[config.mk]
export PLATFORM = sky130hd
export DESIGN_NAME = ex_wb_top
export DESIGN_NICKNAME = d
export VERILOG_FILES = /design/src/source/wb_pkg.sv /design/src/source/ex_wb_latch.sv /design/src/source/wb_commit.sv /design/src/source/arch_regs.sv /design/src/source/ex_wb_top.sv
export VERILOG_INCLUDE_DIRS = /design/src /design/src/source
export SDC_FILE = /design/constraint.sdc
export NUM_CORES = 2
export LEC_CHECK = 0
export BUFFER_PORTS_ARGS = -buffer_cell sky130_fd_sc_hd__buf_4
export CAP_MARGIN = 20
export CORE_ASPECT_RATIO = 0.6
export CORE_MARGIN = 2
export CORE_UTILIZATION = 45
export DETAILED_ROUTE_END_ITERATION = 12
export HOLD_SLACK_MARGIN = 0.15
export PLACE_DENSITY = 0.65
export SYNTH_ARGS = -nofsm -noshare
export SYNTH_HDL_FRONTEND = slang
export SYNTH_HIERARCHICAL = 1
export SYNTH_SLANG_ARGS = --single-unit
[constraint.sdc]
create_clock -name clk -period 5 [get_ports clk]
set_clock_uncertainty 0.05 [all_clocks]
set_input_delay 0.5 -clock clk [delete_from_list [all_inputs] [get_ports clk]]
set_output_delay 0.5 -clock clk [all_outputs]
set_load 0.02 [all_outputs]
[src/source/wb_defs.svh]
`ifndef WB_DEFS_SVH
`define WB_DEFS_SVH

// result slots carried by one packet.
`define WB_NUM_RES    4
`define WB_DATA_W     32
`define WB_ADDR_W     32
`define WB_NUM_GPR    8
`define WB_NUM_SEG    6
`define WB_SEG_W      16
`define WB_FLAGS_W    18
`define WB_IDX_W      4
`define WB_IE_TYPE_W  4
`define WB_SIZE_W     2

// ressize encodings.
`define WB_SIZE_BYTE  2'd0
`define WB_SIZE_WORD  2'd1
`define WB_SIZE_DWORD 2'd2

`endif

[src/source/wb_pkg.sv]
`include "wb_defs.svh"

package wb_pkg;

    // register view of a destination word.
    typedef struct packed {
        logic [`WB_ADDR_W-`WB_IDX_W-1:0] unused;
        logic [`WB_IDX_W-1:0]            idx;
    } reg_dest_t;

    // memory results read the word as a byte address.
    typedef union packed {
        logic [`WB_ADDR_W-1:0] addr;
        reg_dest_t             reg_dst;
    } res_dest_u;

    typedef struct packed {
        logic                  we;
        logic                  is_reg;
        logic                  is_seg;
        logic                  is_mem;
        logic [`WB_DATA_W-1:0] value;
        res_dest_u             dest;
    } wb_slot_t;

    typedef struct packed {
        logic [`WB_ADDR_W-1:0]                eip;
        logic                                 ie;
        logic [`WB_IE_TYPE_W-1:0]             ie_type;
        logic [`WB_FLAGS_W-1:0]               eflags;
        logic                                 eflags_we;
        logic [`WB_SIZE_W-1:0]                ressize;
        logic                                 br_valid;
        logic                                 br_taken;
        logic                                 br_correct;
        logic [`WB_ADDR_W-1:0]                br_fip;
        logic [`WB_ADDR_W-1:0]                br_fip_p1;
        wb_slot_t [`WB_NUM_RES-1:0]           slots;
    } wb_packet_t;

    typedef struct packed {
        logic [`WB_ADDR_W-1:0] addr;
        logic [`WB_DATA_W-1:0] data;
        logic [`WB_SIZE_W-1:0] ressize;
    } store_t;

    typedef struct packed {
        logic                  valid;
        logic                  is_seg;
        logic [`WB_IDX_W-1:0]  idx;
        logic [`WB_DATA_W-1:0] data;
        logic [`WB_SIZE_W-1:0] ressize;
    } reg_write_t;

endpackage

[src/source/ex_wb_latch.sv]
`timescale 1ns/1ps

module ex_wb_latch (
    input  logic               clk,
    input  logic               reset,
    input  logic               in_valid,
    input  wb_pkg::wb_packet_t in_packet,
    output logic               in_ready,
    input  logic               done,
    input  logic               squash,
    output logic               held_valid,
    output wb_pkg::wb_packet_t held_packet
);

    logic load;

    // free when empty or when the held packet leaves this edge.
    assign in_ready = ~held_valid | done;
    assign load = in_ready & in_valid;

    always_ff @(posedge clk) begin
        if (reset) begin
            held_valid <= 1'b0;
        end else if (in_ready) begin
            // younger packet is dropped on a squash edge.
            held_valid <= in_valid & ~squash;
        end
    end

    always_ff @(posedge clk) begin
        if (load) begin
            held_packet <= in_packet; // payload only.
        end
    end

endmodule

[src/source/wb_commit.sv]
`timescale 1ns/1ps

`include "wb_defs.svh"

module wb_commit (
    input  logic                                  clk,
    input  logic                                  reset,
    input  logic                                  held_valid,
    input  wb_pkg::wb_packet_t                    held_packet,
    output logic                                  done,
    output logic                                  squash,
    output logic                                  store_valid,
    output wb_pkg::store_t                        store,
    input  logic                                  store_ready,
    output wb_pkg::reg_write_t [`WB_NUM_RES-1:0]  reg_writes,
    output logic                                  flags_we,
    output logic [`WB_FLAGS_W-1:0]                flags,
    output logic                                  redirect_valid,
    output logic [`WB_ADDR_W-1:0]                 redirect_target,
    output logic                                  exc_valid,
    output logic [`WB_IE_TYPE_W-1:0]              exc_type,
    output logic [`WB_ADDR_W-1:0]                 exc_eip
);

    import wb_pkg::*;

    localparam int PTR_W = $clog2(`WB_NUM_RES);

    logic [PTR_W-1:0]       ptr;
    logic [PTR_W-1:0]       cur;
    logic [`WB_NUM_RES-1:0] pending;
    logic [`WB_NUM_RES-1:0] rest;
    logic                   more;
    logic                   store_fire;
    logic                   retire_ok;
    wb_slot_t               cur_slot;

    // memory slots not yet sent, and the lowest of them.
    always_comb begin
        pending = '0;
        cur = '0;
        for (int i = `WB_NUM_RES - 1; i >= 0; i--) begin
            pending[i] = held_packet.slots[i].we && held_packet.slots[i].is_mem
                         && (PTR_W'(i) >= ptr);
            if (pending[i]) begin
                cur = PTR_W'(i);
            end
        end
        rest = pending;
        rest[cur] = 1'b0;
        more = |rest;
    end

    assign cur_slot = held_packet.slots[cur];

    // an excepting packet sends nothing.
    assign store_valid = held_valid & ~held_packet.ie & (|pending);
    assign store_fire = store_valid & store_ready;

    always_comb begin
        store.addr = cur_slot.dest.addr; // address view.
        store.data = cur_slot.value;
        store.ressize = held_packet.ressize;
    end

    // retire with no stores left, or on the last store transfer.
    assign done = held_valid
                  & (held_packet.ie | ~(|pending) | (store_fire & ~more));
    assign retire_ok = done & ~held_packet.ie;

    always_ff @(posedge clk) begin
        if (reset || done) begin
            ptr <= '0;
        end else if (store_fire) begin
            ptr <= cur + 1'b1; // skip past the slot just sent.
        end
    end

    always_comb begin
        for (int i = 0; i < `WB_NUM_RES; i++) begin
            reg_writes[i].valid = retire_ok && held_packet.slots[i].we
                                  && (held_packet.slots[i].is_reg
                                      || held_packet.slots[i].is_seg);
            reg_writes[i].is_seg = held_packet.slots[i].is_seg;
            reg_writes[i].idx = held_packet.slots[i].dest.reg_dst.idx; // index view.
            reg_writes[i].data = held_packet.slots[i].value;
            reg_writes[i].ressize = held_packet.ressize;
        end
    end

    assign flags_we = retire_ok & held_packet.eflags_we;
    assign flags = held_packet.eflags;

    // mispredict resolves to the path actually taken.
    assign redirect_valid = retire_ok & held_packet.br_valid & ~held_packet.br_correct;
    assign redirect_target = held_packet.br_taken ? held_packet.br_fip
                                                  : held_packet.br_fip_p1;

    assign exc_valid = done & held_packet.ie;
    assign exc_type = held_packet.ie_type;
    assign exc_eip = held_packet.eip;

    assign squash = redirect_valid | exc_valid;

endmodule

[src/source/arch_regs.sv]
`timescale 1ns/1ps

`include "wb_defs.svh"

module arch_regs (
    input  logic                                  clk,
    input  logic                                  reset,
    input  wb_pkg::reg_write_t [`WB_NUM_RES-1:0]  reg_writes,
    input  logic                                  flags_we,
    input  logic [`WB_FLAGS_W-1:0]                flags_in,
    input  logic [`WB_IDX_W-1:0]                  rd_sel,
    output logic [`WB_DATA_W-1:0]                 rd_data,
    output logic [`WB_FLAGS_W-1:0]                eflags
);

    logic [`WB_DATA_W-1:0] gpr [`WB_NUM_GPR];
    logic [`WB_SEG_W-1:0]  seg [`WB_NUM_SEG];

    // slots in order, so a later write to the same register wins.
    always_ff @(posedge clk) begin
        if (reset) begin
            for (int r = 0; r < `WB_NUM_GPR; r++) begin
                gpr[r] <= '0;
            end
            for (int s = 0; s < `WB_NUM_SEG; s++) begin
                seg[s] <= '0;
            end
            eflags <= '0;
        end else begin
            for (int i = 0; i < `WB_NUM_RES; i++) begin
                if (reg_writes[i].valid) begin
                    if (reg_writes[i].is_seg) begin
                        if (reg_writes[i].idx < `WB_NUM_SEG) begin
                            seg[reg_writes[i].idx[2:0]] <= reg_writes[i].data[`WB_SEG_W-1:0];
                        end
                    end else if (reg_writes[i].idx < `WB_NUM_GPR) begin
                        case (reg_writes[i].ressize)
                            `WB_SIZE_BYTE: begin
                                gpr[reg_writes[i].idx[2:0]][7:0] <= reg_writes[i].data[7:0];
                            end
                            `WB_SIZE_WORD: begin
                                gpr[reg_writes[i].idx[2:0]][15:0] <= reg_writes[i].data[15:0];
                            end
                            default: begin
                                gpr[reg_writes[i].idx[2:0]] <= reg_writes[i].data;
                            end
                        endcase
                    end
                end
            end
            if (flags_we) begin
                eflags <= flags_in;
            end
        end
    end

    // 0-7 general, 8-13 segment.
    always_comb begin
        rd_data = '0;
        if (!rd_sel[3]) begin
            rd_data = gpr[rd_sel[2:0]];
        end else if (rd_sel[2:0] < `WB_NUM_SEG) begin
            rd_data = {{(`WB_DATA_W-`WB_SEG_W){1'b0}}, seg[rd_sel[2:0]]};
        end
    end

endmodule

[src/source/ex_wb_top.sv]
`timescale 1ns/1ps

`include "wb_defs.svh"

module ex_wb_top (
    input  logic                     clk,
    input  logic                     reset,
    input  logic                     in_valid,
    input  wb_pkg::wb_packet_t       in_packet,
    output logic                     in_ready,
    output logic                     store_valid,
    output wb_pkg::store_t           store,
    input  logic                     store_ready,
    output logic                     redirect_valid,
    output logic [`WB_ADDR_W-1:0]    redirect_target,
    output logic                     exc_valid,
    output logic [`WB_IE_TYPE_W-1:0] exc_type,
    output logic [`WB_ADDR_W-1:0]    exc_eip,
    input  logic [`WB_IDX_W-1:0]     rd_sel,
    output logic [`WB_DATA_W-1:0]    rd_data,
    output logic [`WB_FLAGS_W-1:0]   eflags
);

    import wb_pkg::*;

    logic                              held_valid;
    wb_packet_t                        held_packet;
    logic                              done;
    logic                              squash;
    reg_write_t [`WB_NUM_RES-1:0]      reg_writes;
    logic                              flags_we;
    logic [`WB_FLAGS_W-1:0]            flags;

    ex_wb_latch latch0 (
        .clk         (clk),
        .reset       (reset),
        .in_valid    (in_valid),
        .in_packet   (in_packet),
        .in_ready    (in_ready),
        .done        (done),
        .squash      (squash),
        .held_valid  (held_valid),
        .held_packet (held_packet)
    );

    wb_commit commit0 (
        .clk             (clk),
        .reset           (reset),
        .held_valid      (held_valid),
        .held_packet     (held_packet),
        .done            (done),
        .squash          (squash),
        .store_valid     (store_valid),
        .store           (store),
        .store_ready     (store_ready),
        .reg_writes      (reg_writes),
        .flags_we        (flags_we),
        .flags           (flags),
        .redirect_valid  (redirect_valid),
        .redirect_target (redirect_target),
        .exc_valid       (exc_valid),
        .exc_type        (exc_type),
        .exc_eip         (exc_eip)
    );

    arch_regs regs0 (
        .clk        (clk),
        .reset      (reset),
        .reg_writes (reg_writes),
        .flags_we   (flags_we),
        .flags_in   (flags),
        .rd_sel     (rd_sel),
        .rd_data    (rd_data),
        .eflags     (eflags)
    );

endmodule

==> reports/qor.yml <==
floorplanning:
  rows: 86
  die_y_um: 241
  io_pins: 593
  die-width_um: 399
  start_util_pct: 45.6
  dieArea_mm2: 0.0961
  coreArea_mm2: 0.0922
clock_tree:
  cts_made_buffers: 78
  htreeDepth: 3
  cts.clk_slew.worst_paths_ps: 60
  cts.sinks: 770
  tritoncts: "yes"
  insertion_delay_ps: 700
  clockBufferDepth: 3
  root_buffer: "clkbuf_16"
  post-cts-setup-buffers: 0
placed_design:
  portBuffers: 592
  placed_cell_area_mm2: 0.0461
  gp_congestion: 1.04
  dp_hpwl_um: 128000
yosys:
  synthTopCellsByCount: "749 x edfxtp_1, 345 x mux2i_1, 305 x o21ai_0, 237 x nand2_1, 221 x buf_4"
  synth_area_leader_cell: "edfxtp_1"
  async_flop_share_pct: 0
  syn_inst: 3546
  ys_ff_latch: 770
  yosysTopAreaCellShare_pct: 53.4
  ys_seq_area_share_pct: 54.4
  yosys.cell_count.top_type: "edfxtp_1"
  yosys-top-cells-area: "edfxtp_1 53%, mux2i_1 8.2%, mux4_2 4.3%"
  synth_edf_count: 749
  syn_area_mm2: 0.0421
  synth_ff_type: "edfxtp_1"
  synth_nets: 3953
  yosys_warnings: 6
  synth.distinct_cells: 88
  syn_area_per_cell_um2: 11.9
timing:
  slew_headroom_pct: 20.4
  hold_viol: 0
  worst_pin_slew_ps: 1190
  max_clock_freq_mhz: 206
  setup_viol: 0
  rsz0062_at_grt: "no"
  maxSlewViolCount: 0
  fin_crit_sh_pct: 97.3
  period_minus_slack_ps: 4860
hold_path:
  hold_depth: 5
  hold_class: "input port to register"
routing:
  wire_per_inst_um: 34.2
  ant_nets: 0
  route.met2.wl_um: 75100
  firstDrtPassIters: 10
  drc_errors: 0
  drt_iter0_markers: 7150
  route.vias.total: 37300
  wl_met1_um: 71900
  route.met3.wl_um: 33300
  wl_um: 189000
  via_per_inst: 6.72
  highest-signal-layer: "met5"
worst_setup_path:
  cp-end-kind: "register"
  path_class: "register to register"
  startpoint_type: "register"
  worst-path-max-fanout: 10
  critPathRequiredTime_ps: 5380
  ff2ff_path_depth: 13
  cp.arrival_ps: 5250
pwr:
  power.density_mw_per_mm2: 309
  p_leak_nw: 19.5
  peakVddDrop_mv: 0.288
run:
  drv_cap: 0
layout:
  drive_gt1_share_pct: 23.9
  design_area_mm2: 0.0527
  nets: 4626
  synthToLayoutAreaGrowth_pct: 25.1
  final_util_pct: 57.1
global_route:
  grt_overflow: 0
  grt_antenna_before_repair: 26
  grt_first_pass_wirelength_um: 261000
  grt_usage_pct: 38.2
  grt_pass1_vias: 35400
  grt_start_max_net_pins: 106
status:
  status: "finished, final reports clean"
-- path summary, 6_finish.rpt --
| kind | end | start | slack (ps) |
|---|---|---|---|
| setup / recovery | regs0/gpr[4][14] | commit0/ptr[1] | 140 |
| hold / removal | commit0/ptr[1] | store_ready | 320 |
| setup reg to reg | regs0/gpr[4][14] | commit0/ptr[1] | 140 |
| hold reg to reg | regs0/eflags[5] | latch0/held_packet[347] | 450 |
-- per-layer routing --
metal,vias up,global-route usage (%)
met3,562,20.0
met2,3597,51.4
met1,18100,51.5
met5,-,2.58
li1,14900,-
met4,20,14.4
-- stage by stage --
stage	hold slack [ps]	TNS, ps	power [mW]	instances	setup slack (ps)
floorplan	440	-81910	9.01	3546	-206
global placement	410	0	9.99	4973	424
detailed placement	422	0	10.0	4973	378
CTS	280	0	16.1	5517	383
global route	329	0	16.6	5532	12.6
finish	320	0	16.3	5540	137
-- registers in the layout, summed over array words and instances, names as in the netlist --
name and flops:
latch0/held_packet 397, regs0/gpr 256, regs0/seg 96, regs0/eflags 18, commit0/ptr 2, latch0/held_valid 1
-- worst max-delay path, cell delays in order (launching register included) --
cell and delay [ps]:
dfxtp_1 340, nand2_1 130, a32oi_2 210, nor3_4 300, ha_4 180, nand4b_1 110, a32o_2 200, nand3_1 240
nor2_1 610, or4b_1 800, or3_1 670, nor3b_1 250, a211oi_1 380, o22ai_1 110
-- timing repair --
item / in CTS / in global routing
endpoints found under the hold margin: 398 / 0
setup endpoints to repair: 0 / 0
hold buffers: 398 / 0
resized for setup: 0 / 0
-- final cells by class --
type | instances | area [µm²]
diodes | 23 | 57.6
clock buffers | 91 | 2010
flip-flops and latches | 770 | 22900
multi-input cells | 2176 | 15800
fillers | 7302 | 39600
well taps | 1232 | 1540
inverters | 51 | 191
repair buffers | 1142 | 9640
clock inverters | 55 | 494
-- placed cells by master, fill, tap and decap left out, types with 7 or more instances in the layout --
| cell type | count |
|---|---|
| nor3_2 | 19 |
| or3_1 | 21 |
| a221oi_1 | 186 |
| nor2_1 | 220 |
| mux2i_1 | 345 |
| inv_1 | 48 |
| or4_1 | 9 |
| and2_1 | 24 |
| o22ai_1 | 138 |
| mux2_1 | 30 |
| edfxtp_1 | 749 |
| nor3_1 | 48 |
| mux2_2 | 9 |
| nand2b_1 | 12 |
| o21ai_1 | 7 |
| o31ai_1 | 29 |
| o221ai_1 | 27 |
| a21o_1 | 11 |
| dlygate4sd3_1 | 398 |
| clkbuf_1 | 12 |
| nand4_1 | 17 |
| a211oi_1 | 9 |
| o21ai_0 | 305 |
| a22oi_1 | 60 |
| mux4_2 | 80 |
| nand2_1 | 237 |
| nor2b_1 | 12 |
| clkinv_1 | 15 |
| buf_4 | 738 |
| clkinv_2 | 19 |
| diode_2 | 23 |
| dfxtp_1 | 21 |
| a21oi_1 | 79 |
| a31oi_1 | 35 |
| nor3b_1 | 15 |
| and3_1 | 13 |
| clkbuf_16 | 78 |
| nand3_1 | 74 |
| inv_6 | 7 |
-- kinds of logic after synthesis --
logic type	synth area share (%)
mux	13.5
flops	54.4
simple gates	9.36
compound gates	14.5
buf+inv	8.12
fa+ha+maj	0.0595
-- report_power, final --
part	switching [mW]	internal [mW]	total, mW
clock network	2.82	3.16	5.98
logic	1.34	0.988	2.32
registers	0.506	7.47	7.97
Note: power is estimated with default switching activity, not from simulation.
